$ cat src/tcm_consts.svh
//////////////////////////////////////////////////
// size constants for the tightly coupled memory
// one size per build, included by the package and
// by every module that slices addresses or lanes
//////////////////////////////////////////////////

`ifndef TCM_CONSTS_SVH
`define TCM_CONSTS_SVH

// byte address width, 4 kB of memory
`define TCM_AW 12

// data word width
`define TCM_DW 32

// byte enable width, one bit per byte lane
`define TCM_BW 4

// number of words in the array
// must match 2**TCM_AW / TCM_BW
`define TCM_WORDS 1024

`endif

$ cat src/tcm_pkg.sv
//////////////////////////////////////////////////
// shared types for the memory subsystem
// vector typedefs for addresses, data and byte
// enables, plus the read owner encoding
//////////////////////////////////////////////////

`include "tcm_consts.svh"

package tcm_pkg;

  // byte address as seen on both ports
  typedef logic [`TCM_AW-1:0] tcm_adr_t;

  // word index, byte address without the lane bits
  typedef logic [`TCM_AW-$clog2(`TCM_BW)-1:0] tcm_widx_t;

  // data word
  typedef logic [`TCM_DW-1:0] tcm_data_t;

  // byte enables, bit n covers byte n
  typedef logic [`TCM_BW-1:0] tcm_ben_t;

  // who gets the read issued last cycle
  typedef enum logic [1:0] {
    OWN_NONE = 2'd0,
    OWN_IFU  = 2'd1,
    OWN_LSU  = 2'd2
  } tcm_owner_e;

endpackage : tcm_pkg

$ cat src/tcm_arbiter.sv
//////////////////////////////////////////////////
// input side of the memory subsystem
// picks one request per cycle, load/store first,
// and tags each read with its owner for routing
//////////////////////////////////////////////////

`include "tcm_consts.svh"

module tcm_arbiter
  import tcm_pkg::*;
(
  input  logic       bus,
  input  logic       rst_n,
  // fetch port
  input  logic       ifu_vld,
  input  tcm_adr_t   ifu_adr,
  output logic       ifu_rdy,
  // load/store port
  input  logic       lsu_vld,
  input  logic       lsu_wen,
  input  tcm_adr_t   lsu_adr,
  input  tcm_ben_t   lsu_ben,
  input  tcm_data_t  lsu_wdt,
  // towards the array
  output logic       mem_vld,
  output logic       mem_wen,
  output tcm_widx_t  mem_widx,
  output tcm_ben_t   mem_ben,
  output tcm_data_t  mem_wdt,
  // towards read return
  output tcm_owner_e rd_owner,
  output tcm_ben_t   rd_ben
);

  logic ifu_acc;
  logic rd_acc;

  //////////////////////////////////////////////////
  // grant
  //////////////////////////////////////////////////

  // load/store always wins, fetch waits
  assign ifu_rdy = ~lsu_vld;
  assign ifu_acc = ifu_vld & ifu_rdy;

  assign mem_vld  = lsu_vld | ifu_acc;
  assign mem_wen  = lsu_vld & lsu_wen;
  // low address bits dropped, no misaligned support
  assign mem_widx = lsu_vld ? lsu_adr[`TCM_AW-1:$clog2(`TCM_BW)]
                            : ifu_adr[`TCM_AW-1:$clog2(`TCM_BW)];
  // fetch reads the whole word
  assign mem_ben  = lsu_vld ? lsu_ben : '1;
  // only meaningful on load/store writes
  assign mem_wdt  = lsu_wdt;

  // any read issued this cycle
  assign rd_acc = mem_vld & ~mem_wen;

  //////////////////////////////////////////////////
  // owner tag
  //////////////////////////////////////////////////

  // writes and idle cycles leave no read behind
  always_ff @(posedge bus or negedge rst_n) begin
    if (!rst_n) begin
      rd_owner <= OWN_NONE;
    end else if (lsu_vld) begin
      rd_owner <= lsu_wen ? OWN_NONE : OWN_LSU;
    end else if (ifu_acc) begin
      rd_owner <= OWN_IFU;
    end else begin
      rd_owner <= OWN_NONE;
    end
  end

  // lane mask for the pending read
  always_ff @(posedge bus) begin
    if (rd_acc) begin
      rd_ben <= mem_ben;
    end
  end

  //////////////////////////////////////////////////
  // checks
  //////////////////////////////////////////////////

  // fetch never granted alongside load/store
  a_no_ifu_rdy: assert property (@(posedge bus) disable iff (!rst_n)
    lsu_vld |-> !ifu_rdy);

endmodule : tcm_arbiter

$ cat config.mk
export PLATFORM = sky130hd
export DESIGN_NAME = tcm_arbiter
export DESIGN_NICKNAME = d
export VERILOG_FILES = /design/src/tcm_pkg.sv /design/src/tcm_arbiter.sv
export VERILOG_INCLUDE_DIRS = /design/src
export SDC_FILE = /design/constraint.sdc
export NUM_CORES = 1
export LEC_CHECK = 0
export CORE_AREA = 2 2 46 48
export CTS_CLUSTER_SIZE = 10
export DETAILED_ROUTE_END_ITERATION = 7
export DIE_AREA = 0 0 48 50
export DONT_BUFFER_PORTS = 1
export GPL_ROUTABILITY_DRIVEN = 1
export SLEW_MARGIN = 20
export SYNTH_ARGS = -nofsm -noshare
export SYNTH_HDL_FRONTEND = slang
export SYNTH_SLANG_ARGS = --single-unit
$ cat constraint.sdc
create_clock -name bus -period 1.8 [get_ports bus]
set_input_delay 0.36 -clock bus [delete_from_list [all_inputs] [get_ports bus]]
set_output_delay 0.36 -clock bus [all_outputs]
set_load 0.02 [all_outputs]
==> results of run 1 <==
[power by group through the flow]
| stage | sequential [mW] | combinational [mW] | clock, mW |
|---|---|---|---|
| 2_1_floorplan | 0.183 | 0.181 | 0 |
| 3_3_place_gp | 0.184 | 0.0743 | 0 |
| 3_5_place_dp | 0.185 | 0.0745 | 0 |
| 4_1_cts | 0.182 | 0.0772 | 0.139 |
| 5_1_grt | 0.184 | 0.0803 | 0.155 |
| 6_report | 0.182 | 0.0755 | 0.131 |
[logic make-up after synthesis]
logic type | share of synthesized area [%]
buffers and inverters | 44.35
multiplexers | 19.71
flip-flops | 27.93
AND/OR/NAND/NOR | 8.009
[stage by stage]
stage | util, % | hold slack (ns) | power (mW)
after detailed placement | 20.00 | 0.06446 | 0.2590
after global routing | 21.91 | 0.1560 | 0.4191
after floorplan | - | 0.06441 | 0.3646
after CTS | 21.91 | 0.1699 | 0.3979
after global placement | 20.00 | 0.06445 | 0.2583
final | 21.91 | 0.1786 | 0.3884
[Yosys cell counts]
| library cell | instances |
|---|---|
| and2_1 | 1 |
| buf_4 | 32 |
| buf_6 | 2 |
| dfrtp_1 | 2 |
| edfxtp_1 | 4 |
| inv_1 | 2 |
| mux2_2 | 8 |
| mux2_4 | 2 |
| nand2b_1 | 4 |
| nor2_1 | 3 |
| nor2b_1 | 1 |
[flip-flops by register name, indices dropped and copies added, names as in the netlist]
signal and cells:
rd_ben 4, rd_owner 2
[area by class of cell]
class / count / area (sq um) / share of cell area (%)
clock buffer: 4 / 26.28 / 6.306
sequential: 6 / 170.2 / 40.84
timing repair buffer: 1 / 10.01 / 2.402
tap: 27 / 33.78 / 8.108
inverter: 2 / 7.507 / 1.802
multi-input combinational: 19 / 168.9 / 40.54
[layer usage]
layer / up-vias / share of wire (%) / GRT usage (%)
met5: - / 0 / 0
met4: 0 / 3.0 / 6.757
met1: 112 / 32 / 6.332
met3: 6 / 21 / 6.960
li1: 103 / - / -
met2: 63 / 44 / 11.78
[worst max path at each step]
stage	start	slack, ns	cells after the start	end
finish	lsu_vld	0.69	1	mem_widx[9]
global route	rd_ben[2]	0.68	0	rd_ben[2]
CTS	lsu_vld	0.69	1	mem_widx[9]
detailed placement	lsu_wen	0.58	2	rd_ben[2]
global placement	lsu_wen	0.60	2	rd_ben[1]
floorplan	lsu_vld	0.42	4	rd_ben[0]
==> flow_summary_export.csv, run 1 <==
group,metric,value,unit
detailed_routing,avgRoutedWirePerCell,19.49,microns
floorplanning,die-height,50,microns
logic_synthesis,netlist_instances,61,
critical_path,slowest_delay,0.38,ns
grt,antenna_found_initial,0,
layout,diodes,0,
sta,post-route-period-util,61.49,%
clock_tree,cts_tree,"yes",
critical_path,cp_num_buf_inv,0,
placed_design,portBuffers,0,
logic_synthesis,ys_types,11,
logic_synthesis,yosysWarnings,0,
critical_path,required,1.44,ns
clock_tree,cts_max_level,1,
critical_path,end_kind,"primary output",
floorplanning,io_pins,120,
detailed_routing,antenna_left,0,
floorplanning,num_rows,16,
min_path,timing.hold.worst.class,"in2reg",
detailed_routing,dr_total_vias,284,
clock_tree,cts.hold.buffers_added,1,
layout,layout_common_cells,"8 x mux2_2, 4 x nand2b_1, 4 x edfxtp_1",
layout,area_growth,-31.62,%
floorplanning,core_area,1902,sq um
power,swShare,29.85,%
layout,final_area,416.7,sq um
power,clock_power_share,33.7,%
critical_path,cpLargestDelayFamily,"multiplexers",
clock_tree,cts_sinks,6,
power,internal_power,272.5,uW
min_path,hold_depth,1,
flow_run,max-cap-violations,0,
clock_tree,clkTransAtPathRegs,0.04,ns
placed_design,dp_slack,0.5791,ns
min_path,min_from,"lsu_wen",
detailed_routing,drcViolationCount,0,
detailed_routing,drt_iter0_drc,2,
sta,layout_setup_ws,0.6931,ns
critical_path,arrival,0.75,ns
logic_synthesis,synth_fp_nets,126,
sta,worst-slew-pin-transition,0.3098,ns
power,power_leakage,0.1598,nW
grt,grt_pass1_vias,256,
clock_tree,post-cts-setup-buffer-count,0,
logic_synthesis,ys_seq_elements,6,
power,ir_drop,0.2060,mV
grt,grt.overflow.total,0,
grt,grt_use_total,8.067,%
layout,nets,98,
clock_tree,numCtsBuffers,3,
logic_synthesis,syn_area_per_cell,9.989,sq um
logic_synthesis,synth_top_area_cell,"buf_4",
clock_tree,clockRootBuffer,"clkbuf_4",
outcome,status,"complete, no violations",
sta,max_freq,0.9034,GHz
clock_tree,clock_path_buffers,2,
critical_path,crit_chain,"mux2_2",
grt,grt_max_degree,19,
layout,final_common_cell,"mux2_2",
power,p_sw,116.0,uW
min_path,hold_end,"rd_owner[1]",
power,powerDensity,932.3,nW/um^2
layout,layout-drive-gt1-share,40.63,%
power,power_frac_seq,46.9,%
sta,hold_violations,0,
sta,setup_viol,0,
critical_path,cp-start-kind,"input pin",
clock_tree,ctsResizeCount,0,
layout,instances_no_fill,59,
detailed_routing,via_per_inst,4.814,
logic_synthesis,syn_area,609.3,sq um
power,comb_power_share,19.4,%
sta,tns,0,ns
critical_path,worstPathMaxFanout,18,
sta,period_minus_slack,1.107,ns
floorplanning,die_x,48,microns
sta,slew_viol_final,0,
detailed_routing,wl,1.150,mm
layout,fillers,210,
logic_synthesis,ys_seq_area_share,27.93,%
placed_design,dp_cells,54,
placed_design,place_area,380.4,sq um
detailed_routing,first_pass_iters,3,
critical_path,crit_type,"in2out",
critical_path,crit_slowest_cell,"mux2_2",
floorplanning,start_util,32.04,%
logic_synthesis,synthTopCellsByArea,"buf_4 39%, edfxtp_1 20%, mux2_2 15%",
floorplanning,die_area,2400,sq um
logic_synthesis,synth_top_cell_area_share,39.43,%
sta,rsz0062_at_grt,"false",
grt,grt_pass1_wl,1.248,mm
placed_design,gp_congestion,0.5888,
sta,max_slew_margin,79.27,%
Note: power is estimated with default switching activity, not from simulation.
==> run 2, diff against run 1 <==
- clock period: 1.8 -> 1 ns (I/O delays scaled with it)
==> flow_summary_export.csv, run 2 (synthesis results as in run 1) <==
group,metric,value,unit
clock_tree,clockRootBuffer,"clkbuf_4",
sta,worst-slew-pin-transition,0.2860,ns
floorplanning,num_rows,16,
power,clock_power_share,33.4,%
min_path,hold_depth,1,
layout,layout-drive-gt1-share,46.88,%
sta,period_minus_slack,0.9130,ns
placed_design,gp_congestion,0.5830,
critical_path,arrival,0.71,ns
clock_tree,cts_tree,"yes",
clock_tree,clock_path_buffers,2,
detailed_routing,drcViolationCount,0,
grt,grt.overflow.total,0,
grt,grt_pass1_vias,265,
layout,regMostFlops,"rd_ben",
clock_tree,ctsResizeCount,0,
power,power_leakage,0.1634,nW
clock_tree,cts_max_level,1,
grt,grt_pass1_wl,1.366,mm
sta,post-route-period-util,91.30,%
grt,grt_max_degree,19,
detailed_routing,first_pass_iters,3,
floorplanning,core_area,1902,sq um
sta,rsz0062_at_grt,"false",
min_path,timing.hold.worst.class,"in2reg",
critical_path,end_kind,"primary output",
layout,final_area,426.7,sq um
outcome,status,"complete, no violations",
power,swShare,30.18,%
layout,multiInputGateArea,178.9,sq um
sta,max_slew_margin,80.93,%
detailed_routing,via_per_inst,4.814,
layout,largest_reg_flops,4,
detailed_routing,avgRoutedWirePerCell,20.73,microns
flow_run,max-cap-violations,0,
layout,top_regs,"rd_ben (4), rd_owner (2)",
layout,fillers,204,
layout,instances_no_fill,59,
power,powerDensity,1658,nW/um^2
sta,hold_ws,0.01637,ns
detailed_routing,antenna_left,0,
floorplanning,die_x,48,microns
sta,max_freq,1.095,GHz
critical_path,cp.depth,0,
clock_tree,post-cts-setup-buffer-count,0,
sta,slew_viol_final,0,
detailed_routing,drt_iter0_drc,2,
layout,diodes,0,
grt,antenna_found_initial,0,
detailed_routing,dr_total_vias,284,
layout,area_growth,-29.98,%
layout,seqCellArea,170.2,sq um
clock_tree,numCtsBuffers,3,
floorplanning,die-height,50,microns
critical_path,required,0.80,ns
floorplanning,start_util,32.04,%
detailed_routing,wl,1.223,mm
power,power_frac_seq,46.3,%
power,ir_drop,0.4108,mV
critical_path,worstPathMaxFanout,1,
sta,hold_violations,0,
critical_path,crit_type,"reg2out",
layout,final_common_cell,"mux2_2",
power,p_sw,213.5,uW
floorplanning,io_pins,120,
placed_design,portBuffers,0,
layout,nets,98,
clock_tree,cts_sinks,6,
placed_design,dp_cells,54,
floorplanning,die_area,2400,sq um
power,internal_power,493.9,uW
layout,layout_common_cells,"8 x mux2_2, 4 x nand2b_1, 4 x edfxtp_1",
critical_path,cp-start-kind,"flop",
power,comb_power_share,20.3,%
placed_design,place_area,390.4,sq um
sta,setup_viol,0,
grt,grt_use_total,8.554,%
clock_tree,clkTransAtPathRegs,0.04,ns
clock_tree,cts.hold.buffers_added,1,
-- run 2: final timing paths --
path                       startpoint          end
min in group asynchronous       rst_n  rd_owner[0]
max in group asynchronous       rst_n  rd_owner[1]
min                           lsu_wen  rd_owner[1]
max                         rd_ben[3]    rd_ben[3]
-- run 2: power by group through the flow --
stage	combinational, mW	clock (mW)	sequential (mW)
4_1_cts	0.146	0.249	0.328
3_5_place_dp	0.142	0	0.332
6_report	0.144	0.236	0.327
3_3_place_gp	0.141	0	0.331
2_1_floorplan	0.338	0	0.330
5_1_grt	0.150	0.271	0.332
-- run 2: routing by layer --
metal  vias up  global-route usage (%)  share of wire [%]
met1       124                   5.895                 26
met4         0                   7.207               0.65
met3         2                   4.029                 22
li1        103                       -                  -
met2        55                   15.33                 51
met5         -                       0                  0
-- run 2: stage by stage --
stage,setup TNS (ns),util [%],power (mW),worst slack (ns)
global route,0,22.43,0.7536,0.04244
detailed placement,0,20.53,0.4740,0.1617
finish,0,22.43,0.7074,0.08702
CTS,0,22.43,0.7232,0.07425
floorplan,-0.1691,-,0.6679,-0.04227
global placement,0,20.53,0.4726,0.1728
-- run 2: cell type report --
type / instances / area share (%)
inverter: 2 / 1.760
timing repair buffer: 1 / 2.346
tap: 27 / 7.918
sequential: 6 / 39.88
clock buffer: 4 / 6.158
multi-input combinational: 19 / 41.94
==> run 3, diff against run 2 <==
- clock period: 1 -> 0.8 ns (I/O delays scaled with it)
==> flow_summary_export.csv, run 3 (synthesis results as in run 1) <==
group,metric,value,unit
detailed_routing,drcViolationCount,0,
power,power_leakage,0.1935,nW
detailed_routing,dr_total_vias,318,
floorplanning,num_rows,16,
power,power_frac_seq,44.5,%
grt,grt_use_total,9.173,%
sta,worst-slew-pin-transition,0.2401,ns
layout,layout-drive-gt1-share,53.85,%
outcome,violations,"setup timing",
sta,tns,-0.4061,ns
detailed_routing,via_per_inst,4.818,
power,p_sw,282.1,uW
critical_path,worstPathMaxFanout,1,
layout,nets,105,
sta,hold_violations,0,
floorplanning,core_area,1902,sq um
critical_path,crit_type,"reg2out",
critical_path,arrival,0.72,ns
layout,area_growth,-20.33,%
placed_design,gp_congestion,0.5843,
power,swShare,30.57,%
power,comb_power_share,22.4,%
sta,post-route-period-util,110.6,%
floorplanning,die_x,48,microns
detailed_routing,wl,1.280,mm
critical_path,cp-start-kind,"flop",
sta,layout_setup_ws,-0.08485,ns
critical_path,end_kind,"primary output",
detailed_routing,avgRoutedWirePerCell,19.39,microns
clock_tree,cts_max_level,1,
floorplanning,die_area,2400,sq um
min_path,hold_depth,1,
grt,grt_pass1_wl,1.449,mm
critical_path,crit_start,"rd_ben[0]",
detailed_routing,drt_iter0_drc,7,
power,clock_power_share,33.1,%
layout,layout_common_cells,"8 x mux2_2, 5 x buf_4, 4 x nand2b_1, 4 x edfxtp_1",
grt,grt_max_degree,19,
floorplanning,die-height,50,microns
power,powerDensity,1901,nW/um^2
floorplanning,io_pins,120,
grt,antenna_found_initial,0,
sta,period_minus_slack,0.8848,ns
layout,largest_reg_flops,4,
clock_tree,cts_tree,"yes",
outcome,status,"finished, violations left",
layout,fillers,201,
critical_path,required,0.64,ns
sta,slew_viol_final,0,
clock_tree,clkTransAtPathRegs,0.05,ns
layout,top_regs,"rd_ben (4), rd_owner (2)",
layout,multiInputGateArea,178.9,sq um
layout,final_common_cell,"mux2_2",
layout,regMostFlops,"rd_ben",
floorplanning,start_util,32.04,%
clock_tree,clock_path_buffers,2,
placed_design,place_area,427.9,sq um
clock_tree,numCtsBuffers,3,
layout,diodes,0,
sta,rsz0062_at_grt,"true",
min_path,min_from,"ifu_vld",
flow_run,max-cap-violations,0,
detailed_routing,first_pass_iters,3,
sta,hold_ws,0.05099,ns
layout,final_area,485.5,sq um
layout,seqCellArea,171.4,sq um
grt,grt.overflow.total,0,
placed_design,portBuffers,0,
power,total_power,922.8,uW
power,ir_drop,0.4764,mV
min_path,timing.hold.worst.class,"in2reg",
power,internal_power,640.7,uW
clock_tree,cts_sinks,6,
detailed_routing,antenna_left,0,
grt,grt_pass1_vias,282,
placed_design,dp_slack,0.03760,ns
sta,max_freq,1.130,GHz
min_path,hold_end,"rd_owner[0]",
sta,setup_viol,6,
clock_tree,clockRootBuffer,"clkbuf_4",
sta,max_slew_margin,83.94,%
run 3: cell types whose count changed in the layout (fill, tap and decap cells not counted), sizes merged:
cell         before  now
buf               0    5
dlygate4sd3       1    3
run 3: per-stage QoR:
stage / util [%] / instances
final: 25.53 / 66
after global routing: 25.53 / 66
after CTS: 25.46 / 66
after detailed placement: 22.50 / 59
after global placement: 22.50 / 59
after floorplan: - / 61
run 3: what timing repair did:
item                                    in CTS  in global routing
gates resized for setup                      0                  1
endpoints found under the setup margin       6                  6
endpoints found under the hold margin        4                  0
setup buffers                                0                  0
gates cloned                                 0                  0
hold buffers                                 3                  0
run 3: cell type report:
| cell class | instances | share of cell area, % |
|---|---|---|
| Multi-Input combinational cell | 19 | 36.86 |
| Sequential cell | 6 | 35.31 |
| Timing Repair Buffer | 8 | 13.92 |
| Tap cell | 27 | 6.959 |
| Clock buffer | 4 | 5.412 |
| Inverter | 2 | 1.546 |
run 3: metal layers:
metal	vias to the layer above	share of wire, %	GRT usage (%)
met5	-	0	0
met4	0	3.3	8.559
met3	5	24	4.762
met2	60	50	16.00
met1	135	23	6.100
li1	118	-	-
run 3: worst max-delay path by stage:
stage | end | slack (ns) | depth (start not counted)
global route | rd_ben[3] | -0.12 | 0
detailed placement | rd_ben[1] | 0.04 | 2
CTS | rd_ben[3] | -0.1 | 0
finish | rd_ben[0] | -0.08 | 0
global placement | rd_ben[1] | 0.04 | 2
floorplan | rd_ben[0] | -0.20 | 4
run 3: power groups by stage:
stage                     logic, mW  registers (mW)  clock network, mW
after floorplan               0.422           0.413                  0
after global placement        0.195           0.414                  0
after detailed placement      0.196           0.416                  0
after CTS                     0.210           0.410              0.323
after global routing          0.216           0.417              0.341
final                         0.207           0.410              0.306
