### src/tcm_consts.svh
//////////////////////////////////////////////////
// size constants for the tightly coupled memory
// one size per build, included by the package and
// by every module that slices addresses or lanes
//////////////////////////////////////////////////

`ifndef TCM_CONSTS_SVH
`define TCM_CONSTS_SVH

// byte address width, 4 kB of memory
`define TCM_AW 12

// data word width
`define TCM_DW 32

// byte enable width, one bit per byte lane
`define TCM_BW 4

// number of words in the array
// must match 2**TCM_AW / TCM_BW
`define TCM_WORDS 1024

`endif

### src/tcm_pkg.sv
//////////////////////////////////////////////////
// shared types for the memory subsystem
// vector typedefs for addresses, data and byte
// enables, plus the read owner encoding
//////////////////////////////////////////////////

`include "tcm_consts.svh"

package tcm_pkg;

  // byte address as seen on both ports
  typedef logic [`TCM_AW-1:0] tcm_adr_t;

  // word index, byte address without the lane bits
  typedef logic [`TCM_AW-$clog2(`TCM_BW)-1:0] tcm_widx_t;

  // data word
  typedef logic [`TCM_DW-1:0] tcm_data_t;

  // byte enables, bit n covers byte n
  typedef logic [`TCM_BW-1:0] tcm_ben_t;

  // who gets the read issued last cycle
  typedef enum logic [1:0] {
    OWN_NONE = 2'd0,
    OWN_IFU  = 2'd1,
    OWN_LSU  = 2'd2
  } tcm_owner_e;

endpackage : tcm_pkg

### src/tcm_read_return.sv
//////////////////////////////////////////////////
// output side of the memory subsystem
// routes each read word to its port, masks lanes
// on load/store and holds the last word per port
//////////////////////////////////////////////////

`include "tcm_consts.svh"

module tcm_read_return
  import tcm_pkg::*;
(
  input  logic       bus,
  input  logic       rst_n,
  // tag and mask of the read issued last cycle
  input  tcm_owner_e rd_owner,
  input  tcm_ben_t   rd_ben,
  // raw word from the array
  input  tcm_data_t  mem_rdt,
  // fetch response
  output tcm_data_t  ifu_rdt,
  output logic       ifu_rvl,
  // load/store response
  output tcm_data_t  lsu_rdt,
  output logic       lsu_rvl
);

  tcm_data_t lsu_msk;

  // disabled lanes read as zero
  always_comb begin
    for (int b = 0; b < `TCM_BW; b++) begin
      lsu_msk[8*b +: 8] = rd_ben[b] ? mem_rdt[8*b +: 8] : 8'h00;
    end
  end

  //////////////////////////////////////////////////
  // holding registers
  //////////////////////////////////////////////////

  // strobes pulse one cycle, data held until next response
  always_ff @(posedge bus or negedge rst_n) begin
    if (!rst_n) begin
      ifu_rvl <= 1'b0;
      lsu_rvl <= 1'b0;
      ifu_rdt <= '0;
      lsu_rdt <= '0;
    end else begin
      ifu_rvl <= (rd_owner == OWN_IFU);
      lsu_rvl <= (rd_owner == OWN_LSU);
      if (rd_owner == OWN_IFU) begin
        ifu_rdt <= mem_rdt;
      end
      if (rd_owner == OWN_LSU) begin
        lsu_rdt <= lsu_msk;
      end
    end
  end

  // one response per cycle at most
  a_rvl_onehot: assert property (@(posedge bus) disable iff (!rst_n)
    !(ifu_rvl && lsu_rvl));

endmodule : tcm_read_return

### config.mk
export PLATFORM = sky130hd
export DESIGN_NAME = tcm_read_return
export DESIGN_NICKNAME = d
export VERILOG_FILES = /design/src/tcm_pkg.sv /design/src/tcm_read_return.sv
export VERILOG_INCLUDE_DIRS = /design/src
export SDC_FILE = /design/constraint.sdc
export NUM_CORES = 1
export LEC_CHECK = 0
export BUFFER_PORTS_ARGS = -buffer_cell sky130_fd_sc_hd__buf_2
export CAP_MARGIN = 5
export CELL_PAD_IN_SITES_DETAIL_PLACEMENT = 1
export CELL_PAD_IN_SITES_GLOBAL_PLACEMENT = 2
export CORE_UTILIZATION = 33
export DETAILED_ROUTE_END_ITERATION = 10
export MAX_ROUTING_LAYER = met4
export PLACE_DENSITY = 0.85
export SYNTH_ARGS = -nofsm -noshare
export SYNTH_HDL_FRONTEND = slang
export SYNTH_SLANG_ARGS = --single-unit
### constraint.sdc
create_clock -name bus -period 1.4 [get_ports bus]
set_clock_uncertainty 0.05 [all_clocks]
set_input_delay 0.21 -clock bus [delete_from_list [all_inputs] [get_ports bus]]
set_output_delay 0.21 -clock bus [all_outputs]
set_load 0.02 [all_outputs]
==> flow_metrics.py, run 1 <==
metrics = {
    "setup_path": {
        "slowest_stage": "dfrtp_1",
        "crit_arrival_ns": 0.90,
        "critical_path.top_delay_family": "flip-flops",
        "cp_cell_sequence": "buf_2",
        "setup.worst_path.start_class": "flip-flop",
        "critPathKind": "flip-flop to output pin",
        "cp-end-kind": "output pin",
        "cpPeakStageDelay_ns": 0.39,
        "cp_num_buf_inv": 1,
        "cp.required_ns": 1.14,
        "reg2reg_setup_slack_ns": 0.58,
        "crit_fanout": 2,
    },
    "power": {
        "p_leak_uw": 0.00196,
        "max-vdd-ir-drop_uv": 466,
        "p_per_area_mw_per_mm2": 1390,
    },
    "floorplan": {
        "core_area_mm2": 0.00818,
        "start_util": 0.341,
        "die_h_um": 93.9,
        "die_w_um": 93.9,
        "die_area_mm2": 0.00881,
        "io-pin-count": 106,
        "num_rows": 33,
    },
    "logic_synthesis": {
        "syn-num-nets": 249,
        "syn_avg_cell_area_um2": 13.3,
        "synth_xor_area_frac": 0,
        "synth_top_area_frac": 0.593,
        "ys_seq_area_frac": 0.593,
        "synth_top_cell_by_area": "dfrtp_1",
        "ys_warn_count": 0,
        "ys_types": 12,
        "synth_seq_cells": 66,
        "synth_top_family_by_area": "multiplexers",
        "synthMuxAreaShare": 0.283,
        "synth-simple-area-share": 0.0476,
        "syn-instance-count": 209,
        "netlist_area_mm2": 0.00279,
        "synth_compound_area_frac": 0,
        "synth_area_leaders": "dfrtp_1, mux2_4, mux2i_1, inv_1, nand2_1",
        "synth_adder_area_share": 0,
    },
    "placement": {
        "io_buffers": 105,
        "hpwl_um": 4350,
        "gp_congestion": 0.698,
    },
    "run": {
        "maxCapViolCount": 0,
    },
    "clock_tree": {
        "clock-root-buffer": "clkbuf_8",
        "clk_path_buf_depth": 2,
        "clk_pin_slew_ns": 0.08,
        "clock_latency_ns": 0.33,
        "cts_buffers": 9,
        "holdBufCountCts": 1,
        "clkSinkCount": 66,
        "cts_tree": "yes",
        "cts_resized": 0,
        "cts_max_level": 3,
        "postCtsSetupBuffers": 0,
    },
    "global_route": {
        "grt_pass1_vias": 1999,
        "grt_max_degree": 67,
        "grt_usage": 0.156,
        "antenna_found_initial": 0,
        "grt_overflow": 0,
        "grt_pass1_wl_um": 9970,
    },
    "finish": {
        "fin_util": 0.445,
        "drive_gt1_frac": 0.492,
        "area_growth_pct": 30.5,
        "diodes": 0,
        "finalNetCount": 358,
    },
    "detailed_routing": {
        "first_pass_iters": 4,
        "drc": 0,
        "vias": 1912,
        "drt_iter0_markers": 22,
        "wl_per_cell_um": 14.5,
        "wirelength_um": 6210,
        "viasPerCell": 4.47,
        "antenna_left": 0,
    },
    "sta": {
        "finalCritPeriodShare": 0.829,
        "tns_ns": 0,
        "maxSlewHeadroom": 0.761,
        "maxSlewViolCount": 0,
        "tightest_slew_ns": 0.359,
        "finalCriticalPeriod_ns": 1.16,
        "max_clock_freq_ghz": 0.861,
        "setup_viol": 0,
        "hold_viol": 0,
        "rsz0062_at_grt": "no",
    },
    "outcome": {
        "status": "completed",
    },
    "worst_hold_path": {
        "hold_path.class": "input pin to flip-flop",
    },
}
-- report_power, final --
part           internal, uW  switching, uW  total, uW  leakage (uW)
logic                   508            683       1190       0.00106
registers              2170            143       2310      0.000811
clock network           814            738       1550     0.0000873
-- flip-flops by register name (all words and copies together), names as in the netlist --
name,cells
lsu_rdt,32
ifu_rdt,32
ifu_rvl,1
lsu_rvl,1
-- area by class of cell --
| type | count | area [um2] |
|---|---|---|
| Fill cell | 935 | 4540 |
| Multi-Input combinational cell | 98 | 932 |
| Timing Repair Buffer | 110 | 603 |
| Clock buffer | 9 | 124 |
| Sequential cell | 66 | 1650 |
| Tap cell | 105 | 131 |
| Inverter | 33 | 124 |
| Clock inverter | 7 | 70.1 |
-- worst paths after layout --
check,startpoint,depth (start not counted),to
max,ifu_rdt[24],1,ifu_rdt[24]
min reg2reg,ifu_rdt[13],1,ifu_rdt[13]
max reg2reg,ifu_rdt[11],1,ifu_rdt[11]
min in group asynchronous,rst_n,3,ifu_rdt[21]
min,mem_rdt[23],2,ifu_rdt[23]
max in group asynchronous,rst_n,3,lsu_rdt[22]
-- through the flow --
| step | cells | hold WS [ns] | cell area, um2 | setup slack [ns] | power, uW |
|---|---|---|---|---|---|
| 6_report | 428 | 0.0641 | 3640 | 0.239 | 5060 |
| 5_1_grt | 428 | 0.0405 | 3640 | 0.185 | 5340 |
| 4_1_cts | 428 | 0.0467 | 3640 | 0.214 | 5150 |
| 3_5_place_dp | 411 | 0.215 | 3430 | 0.120 | 3560 |
| 3_3_place_gp | 411 | 0.208 | 3430 | 0.161 | 3520 |
| 2_1_floorplan | 209 | -0.136 | 2790 | 0.323 | 3080 |
-- routing by layer --
layer / wire length, um / vias to the layer above / track usage
li1: - / 876 / -
met1: 2750 / 958 / 0.197
met2: 3010 / 68 / 0.236
met3: 360 / 10 / 0.0461
met4: 80 / 0 / 0.0577
met5: 0 / - / -
-- layout by cell type, fill, tap and decap left out, drive strengths merged --
cell / count
buf: 109
clkinv: 2
dlygate4sd3: 1
mux2i: 32
clkinvlp: 4
nand2: 32
clkbuf: 9
bufinv: 1
dfrtp: 66
nor2b: 1
mux2: 32
inv: 33
nand2b: 1
-- cell families after synthesis --
kind of cell | count (synthesis)
DFF | 66
and+or+nand+nor | 34
muxes | 64
buffers and inverters | 45
-- synth_stat cells --
| cell | n |
|---|---|
| buf_4 | 3 |
| nand2_1 | 32 |
| dfrtp_1 | 66 |
| buf_6 | 4 |
| inv_1 | 33 |
| mux2_4 | 29 |
| mux2_2 | 3 |
| buf_1 | 4 |
| nand2b_1 | 1 |
| mux2i_1 | 32 |
| nor2b_1 | 1 |
| buf_2 | 1 |
(Power assumes the default switching activity.)
==> inputs of run 2 (changes only) <==
CORE_UTILIZATION = 28   (was 33)
PLACE_DENSITY = 0.77   (was 0.85)
clock period = 0.9 ns   (was 1.4 ns; I/O delays follow)
==> run 2 against run 1 <==
Effect of this change: the run now ends with negative setup slack left; clock power rose by 58%; utilization rose by 5.5 points; die area rose by 17%; final area rose by 33%; non-clock buffer count rose by 77; register-to-register slack got worse by 0.63 ns; combinational power rose to 2.5 times the previous value; flip-flop and latch count did not move; via count rose by 15%; final cell count rose by 24%.
==> flow_metrics.py, run 2 (synthesis results as in run 1) <==
metrics = {
    "outcome": {
        "violations": "negative setup slack",
        "status": "finished, violations left",
    },
    "power": {
        "max-vdd-ir-drop_uv": 719,
        "swShare": 0.294,
        "power.internal_uw": 6460,
        "p_leak_uw": 0.00248,
        "p_per_area_mw_per_mm2": 1890,
        "clkPwrFrac": 0.268,
        "combPwrFrac": 0.327,
        "seq_power_share": 0.406,
        "power_switching_uw": 2690,
    },
    "worst_hold_path": {
        "hold_path.class": "input pin to flip-flop",
    },
    "setup_path": {
        "cp-end-kind": "output pin",
        "critical_path.top_delay_family": "flip-flops",
        "crit_arrival_ns": 0.91,
        "setup.worst_path.start_class": "flip-flop",
        "crit_fanout": 2,
        "cp_num_buf_inv": 1,
        "cp.required_ns": 0.71,
        "cpPeakStageDelay_ns": 0.42,
        "cp_cell_sequence": "buf_6",
        "slowest_stage": "dfrtp_1",
        "critPathKind": "flip-flop to output pin",
    },
    "detailed_routing": {
        "viasPerCell": 4.14,
        "drc": 0,
        "wl_per_cell_um": 15.6,
        "wirelength_um": 8310,
        "antenna_left": 0,
        "drt_iter0_markers": 27,
        "vias": 2201,
        "first_pass_iters": 4,
    },
    "floorplan": {
        "die_w_um": 102,
        "num_rows": 36,
        "start_util": 0.288,
        "die_area_mm2": 0.0104,
        "io-pin-count": 106,
        "core_area_mm2": 0.00968,
        "die_h_um": 102,
    },
    "finish": {
        "fill_cells": 1000,
        "area_growth_pct": 73.6,
        "diodes": 0,
        "reg.largest.list": "ifu_rdt (32), lsu_rdt (32)",
        "fin_util": 0.499,
        "seq_area_mm2": 0.00165,
        "finalNetCount": 435,
        "multiInputGateArea_um2": 937,
        "layout_commonest_cell": "buf_6",
        "final_cell_mix": "buf_6, dfrtp_1, buf_2",
        "drive_gt1_frac": 0.511,
    },
    "sta": {
        "maxSlewViolCount": 0,
        "hold_viol": 0,
        "finalCritPeriodShare": 1.21,
        "maxSlewHeadroom": 0.856,
        "layout_setup_ws_ns": -0.192,
        "max_clock_freq_ghz": 0.915,
        "tightest_slew_ns": 0.217,
        "setup_viol": 91,
        "finalCriticalPeriod_ns": 1.09,
        "rsz0062_at_grt": "yes",
        "whs_ns": 0.0626,
    },
    "global_route": {
        "grt_usage": 0.176,
        "antenna_found_initial": 0,
        "grt_max_degree": 34,
        "grt_pass1_vias": 2472,
        "grt_overflow": 0,
        "grt_pass1_wl_um": 12900,
    },
    "clock_tree": {
        "cts_buffers": 9,
        "cts_max_level": 3,
        "clock_latency_ns": 0.34,
        "clock-root-buffer": "clkbuf_8",
        "clkSinkCount": 66,
        "clk_path_buf_depth": 2,
        "clk_pin_slew_ns": 0.07,
        "cts_tree": "yes",
    },
    "placement": {
        "io_buffers": 105,
        "hpwl_um": 4780,
        "gp_congestion": 0.690,
    },
    "run": {
        "maxCapViolCount": 0,
    },
}
==> run 2: cell count changes in the layout (fill, tap and decap cells not counted) <==
cell	change
buf_12	+3
buf_2	-66
buf_4	+26
buf_6	+82
clkbuf_1	+2
clkbuf_8	+1
clkinvlp_4	-4
dlygate4sd3_1	+32
inv_1	-3
inv_2	+3
nand2b_2	-1
nand2b_4	+1
==> run 2: final cells by class <==
cell class,instances,share of cell area
Clock buffer,12,0.0300
Clock inverter,3,0.00828
Inverter,33,0.0256
Multi-Input combinational cell,98,0.194
Sequential cell,66,0.342
Tap cell,133,0.0344
Timing Repair Buffer,187,0.366
==> run 2: metal layers <==
metal | wire [um] | GRT usage | share of wire
met1 | 3270 | 0.191 | 0.39
met2 | 4540 | 0.306 | 0.55
met3 | 370 | 0.0414 | 0.045
met4 | 134 | 0.0803 | 0.016
met5 | 0 | - | 0
==> run 2: final timing paths <==
| check | end | cells after the start | start | slack (ns) |
|---|---|---|---|---|
| setup / recovery | ifu_rdt[27] | 1 | ifu_rdt[27] | -0.19 |
| hold / removal | lsu_rdt[16] | 3 | rd_ben[2] | 0.06 |
| setup reg to reg | ifu_rdt[10] | 2 | ifu_rdt[10] | -0.05 |
| hold reg to reg | lsu_rdt[26] | 2 | lsu_rdt[26] | 0.49 |
| max in group asynchronous | lsu_rdt[3] | 3 | rst_n | 0.33 |
| min in group asynchronous | lsu_rdt[22] | 3 | rst_n | 0.28 |
==> run 2: power by group through the flow <==
stage	clock network (uW)	registers, uW	logic [uW]
finish	2450	3710	2990
global route	2640	3760	3190
CTS	2550	3680	2770
detailed placement	0	3650	1930
global placement	0	3630	1890
floorplan	0	4150	653
==> run 2: worst register-to-register path, cell delays in order, from the launching register on <==
cell and delay, ns:
dfrtp_1 0.41, buf_6 0.12, mux2_4 0.26
==> run 2: metrics by stage <==
stage	std cells	cell area (um2)	total power, uW	setup slack, ns	TNS [ns]
3_5_place_dp	442	3530	5580	-0.178	-8.38
5_1_grt	532	4840	9590	-0.233	-14.68
2_1_floorplan	209	2820	4800	-0.0839	-2.41
6_report	532	4840	9150	-0.192	-11.82
3_3_place_gp	442	3530	5520	-0.152	-6.97
4_1_cts	516	4660	9010	-0.206	-12.52
==> run 2: timing repair <==
action,CTS,global route
setup endpoints to repair,66,86
hold endpoints to repair,122,0
buffers inserted,26,18
hold buffers,33,0
resized for setup,132,19
==> inputs of run 3 (changes only) <==
CORE_UTILIZATION = 31   (was 28)
PLACE_DENSITY = 0.8   (was 0.77)
clock period = 1.2 ns   (was 0.9 ns; I/O delays follow)
==> run 3 against run 2 <==
Effect of this change: the run now ends clean; utilization down 7.2 points; sequential share of layout area up 10 points; final cell count down 18%; global-route usage down 3.1 points; final area down 23%; first-iteration DRC count down 7.4%; routed wire length down 26%; critical path depth unchanged; clock power down 12%; die area down 9.5%; flip-flop and latch count unchanged.
==> flow_metrics.py, run 3 (synthesis results as in run 1) <==
metrics = {
    "global_route": {
        "grt_max_degree": 67,
        "grt_overflow": 0,
        "antenna_found_initial": 0,
        "grt_usage": 0.145,
        "grt_pass1_vias": 1982,
        "grt_pass1_wl_um": 10300,
    },
    "power": {
        "p_per_area_mw_per_mm2": 1680,
        "finalPower_uw": 6260,
        "p_leak_uw": 0.00201,
        "max-vdd-ir-drop_uv": 532,
    },
    "finish": {
        "fin_area_mm2": 0.00373,
        "final_cell_mix": "buf_2, dfrtp_1, inv_1",
        "fin_util": 0.428,
        "layout_commonest_cell": "buf_2",
        "area_growth_pct": 34.0,
        "finalNetCount": 361,
        "reg.largest.list": "ifu_rdt (32), lsu_rdt (32)",
        "drive_gt1_frac": 0.497,
        "diodes": 0,
    },
    "sta": {
        "max_clock_freq_ghz": 0.882,
        "maxSlewViolCount": 0,
        "tightest_slew_ns": 0.351,
        "finalCritPeriodShare": 0.945,
        "rsz0062_at_grt": "no",
        "setup_viol": 0,
        "tns_ns": 0,
        "maxSlewHeadroom": 0.766,
        "finalCriticalPeriod_ns": 1.13,
        "hold_viol": 0,
    },
    "detailed_routing": {
        "antenna_left": 0,
        "route.met3.wl_um": 331,
        "viasPerCell": 4.32,
        "drt-met1-wl_um": 2870,
        "vias": 1875,
        "wirelength_um": 6180,
        "first_pass_iters": 4,
        "met2WireLength_um": 2860,
        "drt_iter0_markers": 25,
        "drc": 0,
        "wl_per_cell_um": 14.2,
        "top_layer": "met4",
    },
    "setup_path": {
        "cp_cell_sequence": "buf_2",
        "crit_fanout": 2,
        "critical_path.top_delay_family": "flip-flops",
        "cp.required_ns": 0.97,
        "cpPeakStageDelay_ns": 0.40,
        "cp-end-kind": "output pin",
        "crit_arrival_ns": 0.90,
        "worst_r2r_path_depth": 1,
        "cp_num_buf_inv": 1,
        "path_depth": 1,
        "setup.worst_path.start_class": "flip-flop",
        "critPathKind": "flip-flop to output pin",
        "slowest_stage": "dfrtp_1",
    },
    "clock_tree": {
        "clock_latency_ns": 0.33,
        "clk_path_buf_depth": 2,
        "clk_pin_slew_ns": 0.07,
        "cts_max_level": 3,
        "postCtsSetupBuffers": 0,
        "cts_tree": "yes",
        "clock-root-buffer": "clkbuf_8",
        "cts_buffers": 9,
        "clkSinkCount": 66,
    },
    "floorplan": {
        "io-pin-count": 106,
        "die_area_mm2": 0.00937,
        "die_w_um": 96.8,
        "core_area_mm2": 0.00872,
        "num_rows": 34,
        "die_h_um": 96.8,
        "start_util": 0.319,
    },
    "placement": {
        "dpl_cell_area_mm2": 0.00348,
        "gp_congestion": 0.734,
        "io_buffers": 105,
        "hpwl_um": 4460,
    },
    "worst_hold_path": {
        "hold_depth": 2,
        "hold_path.class": "input pin to flip-flop",
    },
    "outcome": {
        "status": "completed",
    },
    "run": {
        "maxCapViolCount": 0,
    },
}
run 3: cell types whose count changed in the layout (fill, tap and decap cells not counted), moves of 3 or more:
cell	delta
buf_2	+66
inv_2	-3
buf_6	-82
buf_4	-25
inv_1	+3
dlygate4sd3_1	-32
run 3: final cells by class:
type | instances | area [um2]
multi-input combinational | 98 | 932
inverter | 33 | 124
tap | 108 | 135
sequential | 66 | 1650
fill | 957 | 4990
timing repair buffer | 113 | 651
clock buffer | 12 | 165
clock inverter | 4 | 72.6
run 3: layer usage:
metal	GRT usage	up-vias
li1	-	882
met3	0.0390	11
met4	0.0631	0
met2	0.217	71
met1	0.186	911
met5	-	-
run 3: path summary, 6_finish.rpt:
| kind | start | slack, ns | to |
|---|---|---|---|
| max | ifu_rdt[23] | 0.07 | ifu_rdt[23] |
| min | mem_rdt[16] | 0.04 | ifu_rdt[16] |
| max reg2reg | ifu_rdt[2] | 0.37 | ifu_rdt[2] |
| min reg2reg | ifu_rdt[26] | 0.46 | ifu_rdt[26] |
| max in group asynchronous | rst_n | 0.48 | lsu_rdt[9] |
| min in group asynchronous | rst_n | 0.35 | lsu_rdt[21] |
run 3: through the flow:
stage | setup WS, ns | instances | hold slack, ns
after global routing | 0.0229 | 434 | 0.0184
after detailed placement | -0.0221 | 417 | 0.180
after floorplan | 0.153 | 209 | -0.166
after CTS | 0.0514 | 434 | 0.0162
after global placement | 0.00423 | 417 | 0.180
final | 0.0662 | 434 | 0.0369
run 3: timing repair:
action                    CTS  global route
gates resized for setup     0             0
hold endpoints to repair   66             0
hold buffers                1             0
run 3: where the power goes:
part	internal, uW	switching [uW]	total, uW
combinational	607	794	1400
sequential	2530	166	2700
clock	1340	827	2160
total	4470	1790	6260
